[src/rtl/vldu_pkg.sv]
////////////////////
// Widths, types and constants shared by the vector load unit
// Lane count and beat width are set at the top level, not here
// A lane word is always ElenBytes wide
////////////////////

package vldu_pkg;

  ////////////////////
  // Sizes

  // Bytes per lane word
  localparam int unsigned ElenBytes = 8;
  // Instruction ids seen by the sequencer
  localparam int unsigned NrVInsn = 8;
  // Queued load instructions
  localparam int unsigned VInsnQueueDepth = 4;
  // Result entries per lane
  localparam int unsigned ResultQueueDepth = 2;
  // Byte counter width
  localparam int unsigned VlenBits = 16;

  ////////////////////
  // Scalar types

  typedef logic [$clog2(NrVInsn)-1:0] vid_t;
  typedef logic [4:0]                 vreg_t;
  typedef logic [VlenBits-1:0]        vlen_t;
  typedef logic [8*ElenBytes-1:0]     elen_t;
  typedef logic [ElenBytes-1:0]       strb_t;
  // Word address inside one lane register file
  typedef logic [11:0]                vaddr_t;

  // Element width, byte length is vl << vsew
  typedef enum logic [1:0] {
    EW8  = 2'd0,
    EW16 = 2'd1,
    EW32 = 2'd2,
    EW64 = 2'd3
  } vsew_e;

  ////////////////////
  // Bundles

  // Load instruction from the sequencer
  typedef struct packed {
    vid_t  id;
    vreg_t vd;
    vlen_t vl;
    vsew_e vsew;
  } vldu_req_t;

  // One write into one lane
  typedef struct packed {
    vid_t   id;
    vaddr_t addr;
    elen_t  wdata;
    strb_t  be;
  } lane_result_t;

  // Packer FSM
  typedef enum logic {
    IDLE_LOAD = 1'b0,
    PACK      = 1'b1
  } packer_state_e;

endpackage
[src/rtl/vldu_top.sv]
////////////////////
// Vector load unit, top level
// NrLanes*8 must be a multiple of AxiDataWidth/8
// Masks, vstart and address generation are not supported
////////////////////

`timescale 1ns/1ps

module vldu_top #(
  parameter int unsigned NrLanes      = 4,
  parameter int unsigned AxiDataWidth = 64
) (
  input  logic                                  clk_i,
  input  logic                                  rst_ni,
  // Sequencer
  input  vldu_pkg::vldu_req_t                   pe_req_i,
  input  logic                                  pe_req_valid_i,
  output logic                                  pe_req_ready_o,
  // Memory read data
  input  logic [AxiDataWidth-1:0]               axi_r_data_i,
  input  logic                                  axi_r_valid_i,
  output logic                                  axi_r_ready_o,
  // Lanes
  output vldu_pkg::lane_result_t [NrLanes-1:0]  ldu_result_o,
  output logic [NrLanes-1:0]                    ldu_result_req_o,
  input  logic [NrLanes-1:0]                    ldu_result_gnt_i,
  // Completion
  output logic [vldu_pkg::NrVInsn-1:0]          vinsn_done_o,
  output logic                                  load_complete_o
);

  import vldu_pkg::*;

  // Issue handshake
  vldu_req_t issue_req;
  logic      issue_valid;
  logic      issue_done;

  // Packer to result queue
  lane_result_t [NrLanes-1:0] word_data;
  logic                       word_last;
  logic                       word_push;
  logic                       result_full;

  // Last word retired
  logic commit_done;

  ////////////////////
  // Configuration

  vldu_insn_queue i_insn_queue (
    .clk_i           (clk_i),
    .rst_ni          (rst_ni),
    .pe_req_i        (pe_req_i),
    .pe_req_valid_i  (pe_req_valid_i),
    .pe_req_ready_o  (pe_req_ready_o),
    .issue_req_o     (issue_req),
    .issue_valid_o   (issue_valid),
    .issue_done_i    (issue_done),
    .commit_done_i   (commit_done),
    .vinsn_done_o    (vinsn_done_o),
    .load_complete_o (load_complete_o)
  );

  ////////////////////
  // Datapath

  vldu_beat_packer #(
    .NrLanes      (NrLanes),
    .AxiDataWidth (AxiDataWidth)
  ) i_beat_packer (
    .clk_i          (clk_i),
    .rst_ni         (rst_ni),
    .issue_req_i    (issue_req),
    .issue_valid_i  (issue_valid),
    .issue_done_o   (issue_done),
    .axi_r_data_i   (axi_r_data_i),
    .axi_r_valid_i  (axi_r_valid_i),
    .axi_r_ready_o  (axi_r_ready_o),
    .result_full_i  (result_full),
    .word_o         (word_data),
    .word_last_o    (word_last),
    .word_push_o    (word_push)
  );

  vldu_result_queue #(
    .NrLanes (NrLanes)
  ) i_result_queue (
    .clk_i            (clk_i),
    .rst_ni           (rst_ni),
    .word_i           (word_data),
    .word_last_i      (word_last),
    .word_push_i      (word_push),
    .result_full_o    (result_full),
    .ldu_result_o     (ldu_result_o),
    .ldu_result_req_o (ldu_result_req_o),
    .ldu_result_gnt_i (ldu_result_gnt_i),
    .commit_done_o    (commit_done)
  );

endmodule

[src/rtl/vldu_result_queue.sv]
////////////////////
// Two-entry result buffer, one slot per lane in each entry
// Lanes drain independently by request/grant
// The entry retires once every lane has been granted
////////////////////

`timescale 1ns/1ps

module vldu_result_queue #(
  parameter int unsigned NrLanes = 4
) (
  input  logic                                  clk_i,
  input  logic                                  rst_ni,
  // From the packer
  input  vldu_pkg::lane_result_t [NrLanes-1:0]  word_i,
  input  logic                                  word_last_i,
  input  logic                                  word_push_i,
  output logic                                  result_full_o,
  // Lane write ports
  output vldu_pkg::lane_result_t [NrLanes-1:0]  ldu_result_o,
  output logic [NrLanes-1:0]                    ldu_result_req_o,
  input  logic [NrLanes-1:0]                    ldu_result_gnt_i,
  // Last word of an instruction retired
  output logic                                  commit_done_o
);

  import vldu_pkg::*;

  localparam int unsigned PntW = $clog2(ResultQueueDepth);
  localparam int unsigned CntW = $clog2(ResultQueueDepth + 1);

  typedef logic [PntW-1:0] pnt_t;
  typedef logic [CntW-1:0] cnt_t;

  function automatic pnt_t next_pnt(pnt_t pnt);
    if (pnt == pnt_t'(ResultQueueDepth - 1)) begin
      return '0;
    end
    return pnt + 1'b1;
  endfunction

  ////////////////////
  // Storage

  lane_result_t [NrLanes-1:0] data_q [ResultQueueDepth];
  logic         [NrLanes-1:0] valid_d [ResultQueueDepth];
  logic         [NrLanes-1:0] valid_q [ResultQueueDepth];
  logic                       last_q [ResultQueueDepth];

  pnt_t rd_pnt_d, rd_pnt_q;
  pnt_t wr_pnt_d, wr_pnt_q;
  cnt_t cnt_d, cnt_q;

  logic push;
  logic retire;

  assign result_full_o = (cnt_q == cnt_t'(ResultQueueDepth));
  assign push          = word_push_i && !result_full_o;

  // Head entry goes out to the lanes
  assign ldu_result_o     = data_q[rd_pnt_q];
  assign ldu_result_req_o = valid_q[rd_pnt_q];

  always_comb begin
    valid_d  = valid_q;
    rd_pnt_d = rd_pnt_q;
    wr_pnt_d = wr_pnt_q;

    // A grant clears only its own lane
    valid_d[rd_pnt_q] = valid_q[rd_pnt_q] & ~ldu_result_gnt_i;

    // Retire the head when no lane still waits
    retire        = (cnt_q != '0) && (valid_d[rd_pnt_q] == '0);
    commit_done_o = retire && last_q[rd_pnt_q];
    if (retire) begin
      rd_pnt_d = next_pnt(rd_pnt_q);
    end

    // New word requests every lane
    if (push) begin
      valid_d[wr_pnt_q] = '1;
      wr_pnt_d          = next_pnt(wr_pnt_q);
    end

    cnt_d = cnt_q + cnt_t'(push) - cnt_t'(retire);
  end

  ////////////////////
  // Registers

  always_ff @(posedge clk_i or negedge rst_ni) begin
    if (!rst_ni) begin
      for (int unsigned e = 0; e < ResultQueueDepth; e++) begin
        valid_q[e] <= '0;
      end
      rd_pnt_q <= '0;
      wr_pnt_q <= '0;
      cnt_q    <= '0;
    end else begin
      valid_q  <= valid_d;
      rd_pnt_q <= rd_pnt_d;
      wr_pnt_q <= wr_pnt_d;
      cnt_q    <= cnt_d;
    end
  end

  // Payload and last flag
  always_ff @(posedge clk_i) begin
    if (push) begin
      data_q[wr_pnt_q] <= word_i;
      last_q[wr_pnt_q] <= word_last_i;
    end
  end

endmodule

[src/rtl/vldu_beat_packer.sv]
////////////////////
// Packs read beats into lane-striped register words
// Beats must be in order and aligned to the instruction start
// Word size NrLanes*8 must be a multiple of the beat size
////////////////////

`timescale 1ns/1ps

module vldu_beat_packer #(
  parameter int unsigned NrLanes      = 4,
  parameter int unsigned AxiDataWidth = 64
) (
  input  logic                                     clk_i,
  input  logic                                     rst_ni,
  // Issuing instruction
  input  vldu_pkg::vldu_req_t                      issue_req_i,
  input  logic                                     issue_valid_i,
  output logic                                     issue_done_o,
  // Read data channel
  input  logic [AxiDataWidth-1:0]                  axi_r_data_i,
  input  logic                                     axi_r_valid_i,
  output logic                                     axi_r_ready_o,
  // Towards the result queue
  input  logic                                     result_full_i,
  output vldu_pkg::lane_result_t [NrLanes-1:0]     word_o,
  output logic                                     word_last_o,
  output logic                                     word_push_o
);

  import vldu_pkg::*;

  localparam int unsigned BeatBytes = AxiDataWidth / 8;
  localparam int unsigned WordBytes = NrLanes * ElenBytes;
  localparam int unsigned BeatPntW  = $clog2(BeatBytes) + 1;
  localparam int unsigned WordPntW  = $clog2(WordBytes) + 1;
  // 32 words per register and lane
  localparam int unsigned VregWordsLog2 = 5;

  typedef logic [BeatPntW-1:0] beat_pnt_t;
  typedef logic [WordPntW-1:0] word_pnt_t;

  packer_state_e state_d, state_q;

  // Byte position in the current beat and in the current word
  beat_pnt_t beat_pnt_d, beat_pnt_q;
  word_pnt_t word_pnt_d, word_pnt_q;
  // Instruction bytes not yet copied
  vlen_t     bytes_left_d, bytes_left_q;
  // Word index within the instruction
  vaddr_t    word_idx_d, word_idx_q;

  // Partially assembled word
  lane_result_t [NrLanes-1:0] word_q;

  vlen_t  beat_left;
  vlen_t  word_left;
  vlen_t  copy_bytes;
  logic   insn_end;
  logic   word_end;
  logic   beat_end;
  logic   step;
  vaddr_t word_addr;

  ////////////////////
  // Datapath

  always_comb begin
    int unsigned src_byte;

    state_d      = state_q;
    beat_pnt_d   = beat_pnt_q;
    word_pnt_d   = word_pnt_q;
    bytes_left_d = bytes_left_q;
    word_idx_d   = word_idx_q;
    word_o       = word_q;
    issue_done_o = 1'b0;
    word_push_o  = 1'b0;
    word_last_o  = 1'b0;
    src_byte     = 0;

    // Smallest of beat, word and instruction remainder
    beat_left  = vlen_t'(BeatBytes) - vlen_t'(beat_pnt_q);
    word_left  = vlen_t'(WordBytes) - vlen_t'(word_pnt_q);
    copy_bytes = (beat_left < word_left) ? beat_left : word_left;
    copy_bytes = (bytes_left_q < copy_bytes) ? bytes_left_q : copy_bytes;

    insn_end = (copy_bytes == bytes_left_q);
    word_end = (copy_bytes == word_left) || insn_end;
    beat_end = (copy_bytes == beat_left) || insn_end;

    // Same word address in every lane
    word_addr = (vaddr_t'(issue_req_i.vd) << VregWordsLog2) + word_idx_q;
    for (int unsigned lane = 0; lane < NrLanes; lane++) begin
      word_o[lane].id   = issue_req_i.id;
      word_o[lane].addr = word_addr;
    end

    // Only complete beats are acknowledged
    axi_r_ready_o = (state_q == PACK) && !result_full_i && beat_end;
    step          = (state_q == PACK) && !result_full_i && axi_r_valid_i;

    case (state_q)
      IDLE_LOAD: begin
        if (issue_valid_i) begin
          bytes_left_d = issue_req_i.vl << issue_req_i.vsew;
          beat_pnt_d   = '0;
          word_pnt_d   = '0;
          word_idx_d   = '0;
          state_d      = PACK;
        end
      end
      PACK: begin
        if (step) begin
          // Word byte w sits in lane w/8, byte w%8
          for (int unsigned w = 0; w < WordBytes; w++) begin
            if (w >= word_pnt_q && w < word_pnt_q + copy_bytes) begin
              src_byte = w - word_pnt_q + beat_pnt_q;
              word_o[w/ElenBytes].wdata[8*(w%ElenBytes) +: 8] = axi_r_data_i[8*src_byte +: 8];
              word_o[w/ElenBytes].be[w%ElenBytes]             = 1'b1;
            end
          end

          beat_pnt_d   = beat_end ? '0 : beat_pnt_q + beat_pnt_t'(copy_bytes);
          word_pnt_d   = word_end ? '0 : word_pnt_q + word_pnt_t'(copy_bytes);
          bytes_left_d = bytes_left_q - copy_bytes;

          if (word_end) begin
            word_push_o = 1'b1;
            word_last_o = insn_end;
            word_idx_d  = word_idx_q + 1'b1;
          end

          // Last word out, go fetch the next instruction
          if (insn_end) begin
            issue_done_o = 1'b1;
            word_idx_d   = '0;
            state_d      = IDLE_LOAD;
          end
        end
      end
      default: state_d = IDLE_LOAD;
    endcase
  end

  ////////////////////
  // Registers

  always_ff @(posedge clk_i or negedge rst_ni) begin
    if (!rst_ni) begin
      state_q      <= IDLE_LOAD;
      beat_pnt_q   <= '0;
      word_pnt_q   <= '0;
      bytes_left_q <= '0;
      word_idx_q   <= '0;
      word_q       <= '0;
    end else begin
      state_q      <= state_d;
      beat_pnt_q   <= beat_pnt_d;
      word_pnt_q   <= word_pnt_d;
      bytes_left_q <= bytes_left_d;
      word_idx_q   <= word_idx_d;
      // Fresh word starts with zero data and no enables
      word_q       <= word_push_o ? '0 : word_o;
    end
  end

endmodule

[src/rtl/vldu_insn_queue.sv]
////////////////////
// In-order queue of load instructions
// Requests with vl of zero are not expected
// Done pulse and load_complete_o are registered, one cycle after commit
////////////////////

`timescale 1ns/1ps

module vldu_insn_queue (
  input  logic                          clk_i,
  input  logic                          rst_ni,
  // Sequencer side
  input  vldu_pkg::vldu_req_t           pe_req_i,
  input  logic                          pe_req_valid_i,
  output logic                          pe_req_ready_o,
  // Issue phase, towards the packer
  output vldu_pkg::vldu_req_t           issue_req_o,
  output logic                          issue_valid_o,
  input  logic                          issue_done_i,
  // Commit phase, from the result queue
  input  logic                          commit_done_i,
  output logic [vldu_pkg::NrVInsn-1:0]  vinsn_done_o,
  output logic                          load_complete_o
);

  import vldu_pkg::*;

  localparam int unsigned PntW = $clog2(VInsnQueueDepth);
  localparam int unsigned CntW = $clog2(VInsnQueueDepth + 1);

  typedef logic [PntW-1:0] pnt_t;
  typedef logic [CntW-1:0] cnt_t;

  // Circular pointer bump
  function automatic pnt_t next_pnt(pnt_t pnt);
    if (pnt == pnt_t'(VInsnQueueDepth - 1)) begin
      return '0;
    end
    return pnt + 1'b1;
  endfunction

  ////////////////////
  // State

  // Stored instructions
  vldu_req_t queue_q [VInsnQueueDepth];

  // One pointer per phase
  pnt_t accept_pnt_d, accept_pnt_q;
  pnt_t issue_pnt_d, issue_pnt_q;
  pnt_t commit_pnt_d, commit_pnt_q;

  // Instructions still to issue, and still to commit
  cnt_t issue_cnt_d, issue_cnt_q;
  cnt_t commit_cnt_d, commit_cnt_q;

  logic [NrVInsn-1:0] vinsn_done_d, vinsn_done_q;
  logic               load_complete_d, load_complete_q;

  logic accept;
  logic issue_fire;
  logic commit_valid;
  logic commit_fire;

  ////////////////////
  // Control

  // Full once every slot waits for commit
  assign pe_req_ready_o = (commit_cnt_q != cnt_t'(VInsnQueueDepth));
  assign accept         = pe_req_valid_i && pe_req_ready_o;

  // Oldest unissued instruction
  assign issue_req_o   = queue_q[issue_pnt_q];
  assign issue_valid_o = (issue_cnt_q != '0);
  assign issue_fire    = issue_done_i && issue_valid_o;

  assign commit_valid = (commit_cnt_q != '0);
  assign commit_fire  = commit_done_i && commit_valid;

  always_comb begin
    accept_pnt_d = accept ? next_pnt(accept_pnt_q) : accept_pnt_q;
    issue_pnt_d  = issue_fire ? next_pnt(issue_pnt_q) : issue_pnt_q;
    commit_pnt_d = commit_fire ? next_pnt(commit_pnt_q) : commit_pnt_q;

    // Both counters go up on accept, each drops on its own phase
    issue_cnt_d  = issue_cnt_q + cnt_t'(accept) - cnt_t'(issue_fire);
    commit_cnt_d = commit_cnt_q + cnt_t'(accept) - cnt_t'(commit_fire);

    // One-hot done for the retiring id
    vinsn_done_d    = '0;
    load_complete_d = 1'b0;
    if (commit_fire) begin
      vinsn_done_d[queue_q[commit_pnt_q].id] = 1'b1;
      load_complete_d                        = 1'b1;
    end
  end

  ////////////////////
  // Registers

  always_ff @(posedge clk_i or negedge rst_ni) begin
    if (!rst_ni) begin
      accept_pnt_q    <= '0;
      issue_pnt_q     <= '0;
      commit_pnt_q    <= '0;
      issue_cnt_q     <= '0;
      commit_cnt_q    <= '0;
      vinsn_done_q    <= '0;
      load_complete_q <= 1'b0;
    end else begin
      accept_pnt_q    <= accept_pnt_d;
      issue_pnt_q     <= issue_pnt_d;
      commit_pnt_q    <= commit_pnt_d;
      issue_cnt_q     <= issue_cnt_d;
      commit_cnt_q    <= commit_cnt_d;
      vinsn_done_q    <= vinsn_done_d;
      load_complete_q <= load_complete_d;
    end
  end

  // Instruction storage
  always_ff @(posedge clk_i) begin
    if (accept) begin
      queue_q[accept_pnt_q] <= pe_req_i;
    end
  end

  assign vinsn_done_o    = vinsn_done_q;
  assign load_complete_o = load_complete_q;

endmodule

[config.mk]
export PLATFORM = sky130hd
export DESIGN_NAME = vldu_top
export DESIGN_NICKNAME = d
export VERILOG_FILES = /design/src/rtl/vldu_pkg.sv /design/src/rtl/vldu_top.sv /design/src/rtl/vldu_result_queue.sv /design/src/rtl/vldu_beat_packer.sv /design/src/rtl/vldu_insn_queue.sv
export SDC_FILE = /design/constraint.sdc
export NUM_CORES = 2
export LEC_CHECK = 0
export BUFFER_PORTS_ARGS = -buffer_cell sky130_fd_sc_hd__buf_2
export CAP_MARGIN = 20
export CORE_MARGIN = 4
export CORE_UTILIZATION = 60
export CTS_BUF_LIST = sky130_fd_sc_hd__clkbuf_16
export CTS_CLUSTER_DIAMETER = 30
export DETAILED_ROUTE_END_ITERATION = 6
export HOLD_SLACK_MARGIN = 0.1
export PLACE_DENSITY = 0.84
export SYNTH_ARGS = -nofsm -noshare
export SYNTH_HDL_FRONTEND = slang
export SYNTH_HIERARCHICAL = 1
export SYNTH_SLANG_ARGS = --single-unit
[constraint.sdc]
create_clock -name clk_i -period 65 [get_ports clk_i]
set_input_delay 13 -clock clk_i [delete_from_list [all_inputs] [get_ports clk_i]]
set_output_delay 13 -clock clk_i [all_outputs]
set_load 0.02 [all_outputs]
Word-level counts from Yosys, hierarchy flattened
Memory sizes are Yosys's and may differ from the RTL's.
Index checks and enable logic that the tools add are counted.
Storage, ports and cells
  bits in registers: 360
  bits in writable memories: 802
  input port bits: 98
  word-level logic and storage cells: 427
  memories: 3
Cells by class
  $add $sub $neg: 83
  $lt $le $gt $ge: 72
  equal/unequal tests: 11
  shift operators: 33
  multiplexer cells: 141
  bitwise logic cells: 6
  reduce and logical (&&, ||, !) cells: 53
Memory list
  i_result_queue.data_q: words 2, bits a word 348, read ports 1, clocked after memory_dff 0, write ports 1, line vldu_result_queue.sv:45  | lane_result_t [NrLanes-1:0] data_q [ResultQueueDepth];
  i_insn_queue.queue_q: words 4, bits a word 26, read ports 2, clocked after memory_dff 0, write ports 1, line vldu_insn_queue.sv:46  | vldu_req_t queue_q [VInsnQueueDepth];
  i_result_queue.last_q: words 2, bits a word 1, read ports 1, clocked after memory_dff 0, write ports 1, line vldu_result_queue.sv:48  | logic last_q [ResultQueueDepth];
Operator list (number)
  $shiftx A64 B33 Y8: 32
  $add A29 B4 Y29: 32
  $mux W72: 8
  $lt A5 B32 Y1 const A: 16
  $mux W333: 1
  $mux W8: 34
  $lt A4 B32 Y1 const A: 8
  $lt A3 B32 Y1 const A: 4
  $sub A5 B6 Y7 const A: 16
  $ge A5 B6 Y1 const A: 16
  $lt A1 B32 Y1 const A: 2
  $lt A2 B32 Y1 const A: 2
  $mux W16: 4
  $mux W1: 61
  $sub A4 B6 Y7 const A: 8
  $eq A16 B16 Y1: 3
  $ge A4 B6 Y1 const A: 8
  $mux W12: 4
  $logic_and A1 B1 Y1: 44
  $mux W4: 11
  $lt A16 B16 Y1: 2
  $pmux W16 S2: 1
  $sub A3 B6 Y7 const A: 4
  $ge A3 B6 Y1 const A: 4
  other kinds (47): 74

Logic depth before layout (Yosys ltp)
  word-level depth: 14
  depth in mapped cells: 38
  mapped depth without buffers: 33

Cells and area by module
The synthesis kept the hierarchy.
Modules (own cells, without submodules)
  vldu_result_queue: instances 1, cells an instance 1149, area each 25707.2 um^2
  vldu_beat_packer: instances 1, cells an instance 2533, area each 23079.6 um^2
  vldu_insn_queue: instances 1, cells an instance 221, area each 4798.4 um^2

Worst setup path before layout
OpenSTA, ideal clock, no wires.
  kind: input to register
  start point: input port axi_r_valid_i
  end point: memory i_result_queue/data_q[1][0] in the netlist's numbering (enable)
  library setup time: 1073 ps
  data arrival time: 29175 ps
  required time: 63927 ps
  setup slack: 34751 ps
  stages on the path: 8
  buffers on the path: 2
  cells stage by stage: inv_1 > or2_0 > or4b_1 > o21ai_4 > buf_4 > buf_2 > nand2b_1 > nor2_1
On the way
  word-level cells in the longest chain between the ends: 6
Ends and longest elaborated chain
  from (decl): line vldu_top.sv:21  | input logic axi_r_valid_i,
  $logic_and A1 B1 Y1: line vldu_beat_packer.sv:100  | step = (state_q == PACK) && !result_full_i && axi_r_valid_i;
  $mux W1: line vldu_beat_packer.sv:113  | if (step) begin
  $mux W1: line vldu_beat_packer.sv:102  | case (state_q)
  via word_push: line vldu_top.sv:42  | logic word_push;
  $logic_and A1 B1 Y1: line vldu_result_queue.sv:58  | assign push = word_push_i && !result_full_o;
  $mux W1: line vldu_result_queue.sv:109  | if (push) begin
  $mux W1 (not written as such): line vldu_result_queue.sv:110  | data_q[wr_pnt_q] <= word_i;
  to (decl): line vldu_result_queue.sv:45
The timed path passes the listed nets, and every way through them passes these cells.

Worst setup path after layout
  start point: register i_beat_packer.word_pnt_q[2]
  end point: output port axi_r_ready_o
On the way
  word-level cells in the longest chain between the ends: 8
  elaborated cells between the ends (all ways): 9
Ends and longest elaborated chain
  from (decl): line vldu_beat_packer.sv:46  | word_pnt_t word_pnt_d, word_pnt_q;
  from (signal assigned): line vldu_beat_packer.sv:159  | word_pnt_q <= word_pnt_d;
  $sub A6 B6 Y7 *: line vldu_beat_packer.sv:83  | word_left = vlen_t'(WordBytes) - vlen_t'(word_pnt_q);
  $lt A16 B16 Y1: line vldu_beat_packer.sv:84  | copy_bytes = (beat_left < word_left) ? beat_left : word_left;
  $mux W16 *: line vldu_beat_packer.sv:84
  $lt A16 B16 Y1: line vldu_beat_packer.sv:85  | copy_bytes = (bytes_left_q < copy_bytes) ? bytes_left_q : copy_bytes;
  $mux W16 *: line vldu_beat_packer.sv:85
  $eq A16 B16 Y1, on equally long branches: line vldu_beat_packer.sv:89, vldu_beat_packer.sv:87
  $logic_or A1 B1 Y1 *: line vldu_beat_packer.sv:89  | beat_end = (copy_bytes == beat_left) || insn_end;
  $logic_and A1 B1 Y1 *: line vldu_beat_packer.sv:99  | axi_r_ready_o = (state_q == PACK) && !result_full_i && beat_end;
  to (decl): line vldu_top.sv:22  | output logic axi_r_ready_o,
Mark *: on every way between the ends. The rest lies on a longest branch, timed or not.

==> run metrics <==
routed wl met3=11,600 µm; Core Area=a little under 90,000 µm²; Final TNS setup=0 ps; sequential area share after synthesis=0.618; number of port buffers=460; CP startpoint kind=register; CTS Buf Count=188; CTS sink cnt=1,162; pin count of the biggest net entering global routing=between 150 and 200; GRT Residual Overflow=0; Clk Latency, worst-skew pair=770 ps; Hold Path End=i_result_queue/wr_pnt_q$_DFFE_PN0P_; syn nets=just over 4,000; 1st-iter DRT viols=3,753; die width=~310 µm; Slew Limit Headroom=0.176; routed vias=between 30,000 and 40,000; asr flop ratio synth=0.310; DP Worst Slack=approximately 45,000 ps; Routability Congestion=just over 0.9; post_cts resized=0; #FFs+latches synth=approximately 1,200; hold path depth=2; unrepaired setup endpoints after global routing=false; largest cells by area after synthesis=edfxtp_1 (45%), dfrtp_1 (17%), mux2_2 (8.9%), mux4_2 (4.2%), nand2_1 (3.2%); die height=around 300 µm; post-route DRC violation count=0; Hold Path Class=reg -> reg; max-slew violation count=0; setup slack after layout=~44,000 ps; Starting Density=0.605; layout cell share with drive strength beyond 1=0.314; WS Path Type=reg -> out; Req. time, crit path=~52,000 ps; first-pass GRT wire length=between 200,000 and 250,000 µm; reg2reg end=i_result_queue/data_q[0][54]$_DFFE_PP_; Final Cycle Share=0.328; Worst Skew=about 31 ps; final hold vios=0; Crit Path Max Fanout=27; die area=approximately 94,000 µm²; met2 WL post-DR=75,100 µm; Critical Path End Type=primary output; worst reg2reg path depth=28; Achievable Freq=~47 MHz; routed len/inst=26.1 µm; initial antenna violation count=37; top_reg_cell synth=edfxtp_1; CTS H-tree depth=4; # setup viols final=0; antenna-violating nets left=0; most common cell after layout, fill and taps aside=edfxtp_1; IO Pins=between 400 and 500; Post-CTS Setup Inserts=0; CTS max path bufs=3; Synthesis Warnings=6; detailed placement HPWL=about 97,000 µm; post-DR vias/cell=a little over 6; Row Count=around 110; MaxCap Viol Count=0; Post-synth EDFFs=approximately 800; cell taking the most area after synthesis=edfxtp_1; M1 WL=between 50,000 and 60,000 µm; total routed wirelength=roughly 150,000 µm; Mapped Cells=3,903; Worst Tran Pin Value=~1200 ps; gr usage total=0.314; Highest Signal Layer=met5; Period minus WS final=between 20,000 and 25,000 ps; R2R Path Start=i_beat_packer/word_pnt_q[2]$_DFFE_PN0P_; TritonCTS clock tree=done; CTS clock-pin slew for the worst setup and hold paths=around 50 ps; vias in the first global route=roughly 36,000; outcome=finished, final reports clean; syn_area_per_cell=around 14 µm²; most frequent cells in the layout=edfxtp_1 (802), buf_2 (459), nand2_1 (455), mux2_2 (423), dfrtp_1 (358); clock root buffer=clkbuf_16; r2r setup slk=53,530 ps; Unique masters post-synth=between 80 and 90; area share of the largest cell type after synthesis=0.449; # hold bufs at CTS=0; nets@finish=4,607; worst hold path startpoint=i_result_queue/wr_pnt_q$_DFFE_PN0P_; DRT Pass-1 Iters=6; final hold slack=just under 500 ps; P&R area growth vs syn=17.9%; worst path arrival time=about 8300 ps; synthesized cell area=53,600 µm²
[state kept, by name, summed over array words and instances (netlist names), 4 cells and up]
register                    count
i_beat_packer/beat_pnt_q        4
i_beat_packer/bytes_left_q     16
i_beat_packer/word_idx_q       12
i_beat_packer/word_pnt_q        6
i_beat_packer/word_q          288
i_insn_queue/queue_q          104
i_insn_queue/vinsn_done_o       8
i_result_queue/data_q         696
i_result_queue/valid_q          8
[cells in the mapped netlist (all sizes together), types with 3 or more instances]
cell     count
edfxtp     802
dfrtp      360
a22o        11
a31o         7
clkbuf      68
a211o        7
nor2b      127
a32o         8
o221ai       7
nand4       17
mux2i       99
and2        11
mux4       101
or3        151
inv        109
o21bai       3
a221o        5
a2111o       3
nand3       36
o31ai       13
buf        150
fa          10
nand2b      64
a32oi        6
nor3        19
ha         114
a21o        30
or2         41
o21ai       65
mux2       425
a31oi        7
xor2        25
nand4b       3
a311o        5
a21oi      273
o2111ai      3
a221oi       5
xnor2       67
nor2       124
o211ai       8
o21a         6
a211oi      14
and3         9
nor4         8
nand2      455
[kinds of logic (layout without fill, tap and decap cells)]
| family | Yosys count | in the layout | synth area share |
|---|---|---|---|
| AOI/OAI and AO/OA | 499 | 499 | 0.0584 |
| muxes | 625 | 625 | 0.151 |
| and+or+nand+nor | 1074 | 1074 | 0.0979 |
| buffers and inverters | 327 | 973 | 0.0301 |
| other | 0 | 35 | 0 |
| xor gates and xnor gates | 92 | 92 | 0.0150 |
| DFF | 1162 | 1162 | 0.618 |
| adders and majority gates | 124 | 124 | 0.0304 |
[through the flow]
stage                      util  instance area (µm²)  instances
after global placement    0.639                56600       5356
final                     0.714                63200       5749
after floorplan               -                53600       3903
after global routing      0.713                63200       5748
after detailed placement  0.639                56600       5357
after CTS                 0.712                63000       5711
[per-layer routing]
| layer | vias up | track usage |
|---|---|---|
| met5 | - | 0 |
| met4 | 2 | 0.180 |
| met3 | 468 | 0.0612 |
| met2 | 1987 | 0.524 |
| met1 | 17895 | 0.389 |
| li1 | 15379 | - |
[cell type report]
type | instances | area, µm²
Timing Repair Buffer | 510 | 2760
Inverter | 109 | 417
Clock inverter | 164 | 1670
Clock buffer | 190 | 4750
Tap cell | 1165 | 1460
Sequential cell | 1162 | 33100
Antenna cell | 35 | 87.6
Multi-Input combinational cell | 2414 | 18900
Fill cell | 5463 | 25400
[how the worst max path moves through the flow]
stage               depth (start not counted)                                     to  slack (ps)                                     from
global placement                           24                          axi_r_ready_o       44780  i_beat_packer/word_pnt_q[1]$_DFFE_PN0P_
CTS                                        24                          axi_r_ready_o       43780  i_beat_packer/word_pnt_q[1]$_DFFE_PN0P_
finish                                     24                          axi_r_ready_o       43660  i_beat_packer/word_pnt_q[2]$_DFFE_PN0P_
detailed placement                         24                          axi_r_ready_o       44630  i_beat_packer/word_pnt_q[2]$_DFFE_PN0P_
global route                               24                          axi_r_ready_o       43150  i_beat_packer/word_pnt_q[2]$_DFFE_PN0P_
floorplan                                   8  i_result_queue/data_q[1][0]$_DFFE_PP_       34750                            axi_r_valid_i
[critical path: stages, from the launching register on]
cell	delay [ps]
dfrtp_1	570
inv_1	370
ha_1	450
nor2b_1	400
nand2_1	160
xor2_1	340
ha_1	320
a2111o_1	380
o22ai_2	370
mux2i_1	350
inv_1	110
ha_1	300
a21oi_1	130
o21ai_0	100
nand2b_1	70
o2111ai_1	170
a21oi_4	730
nor2_1	100
a21oi_1	330
ha_1	330
nor2b_1	130
mux2i_1	80
or4_1	620
a21oi_1	400
buf_2	240
Power is left out: the tool's default activity adds up to more than one toggle a clock period on the data nets, which glitch-free logic cannot reach.
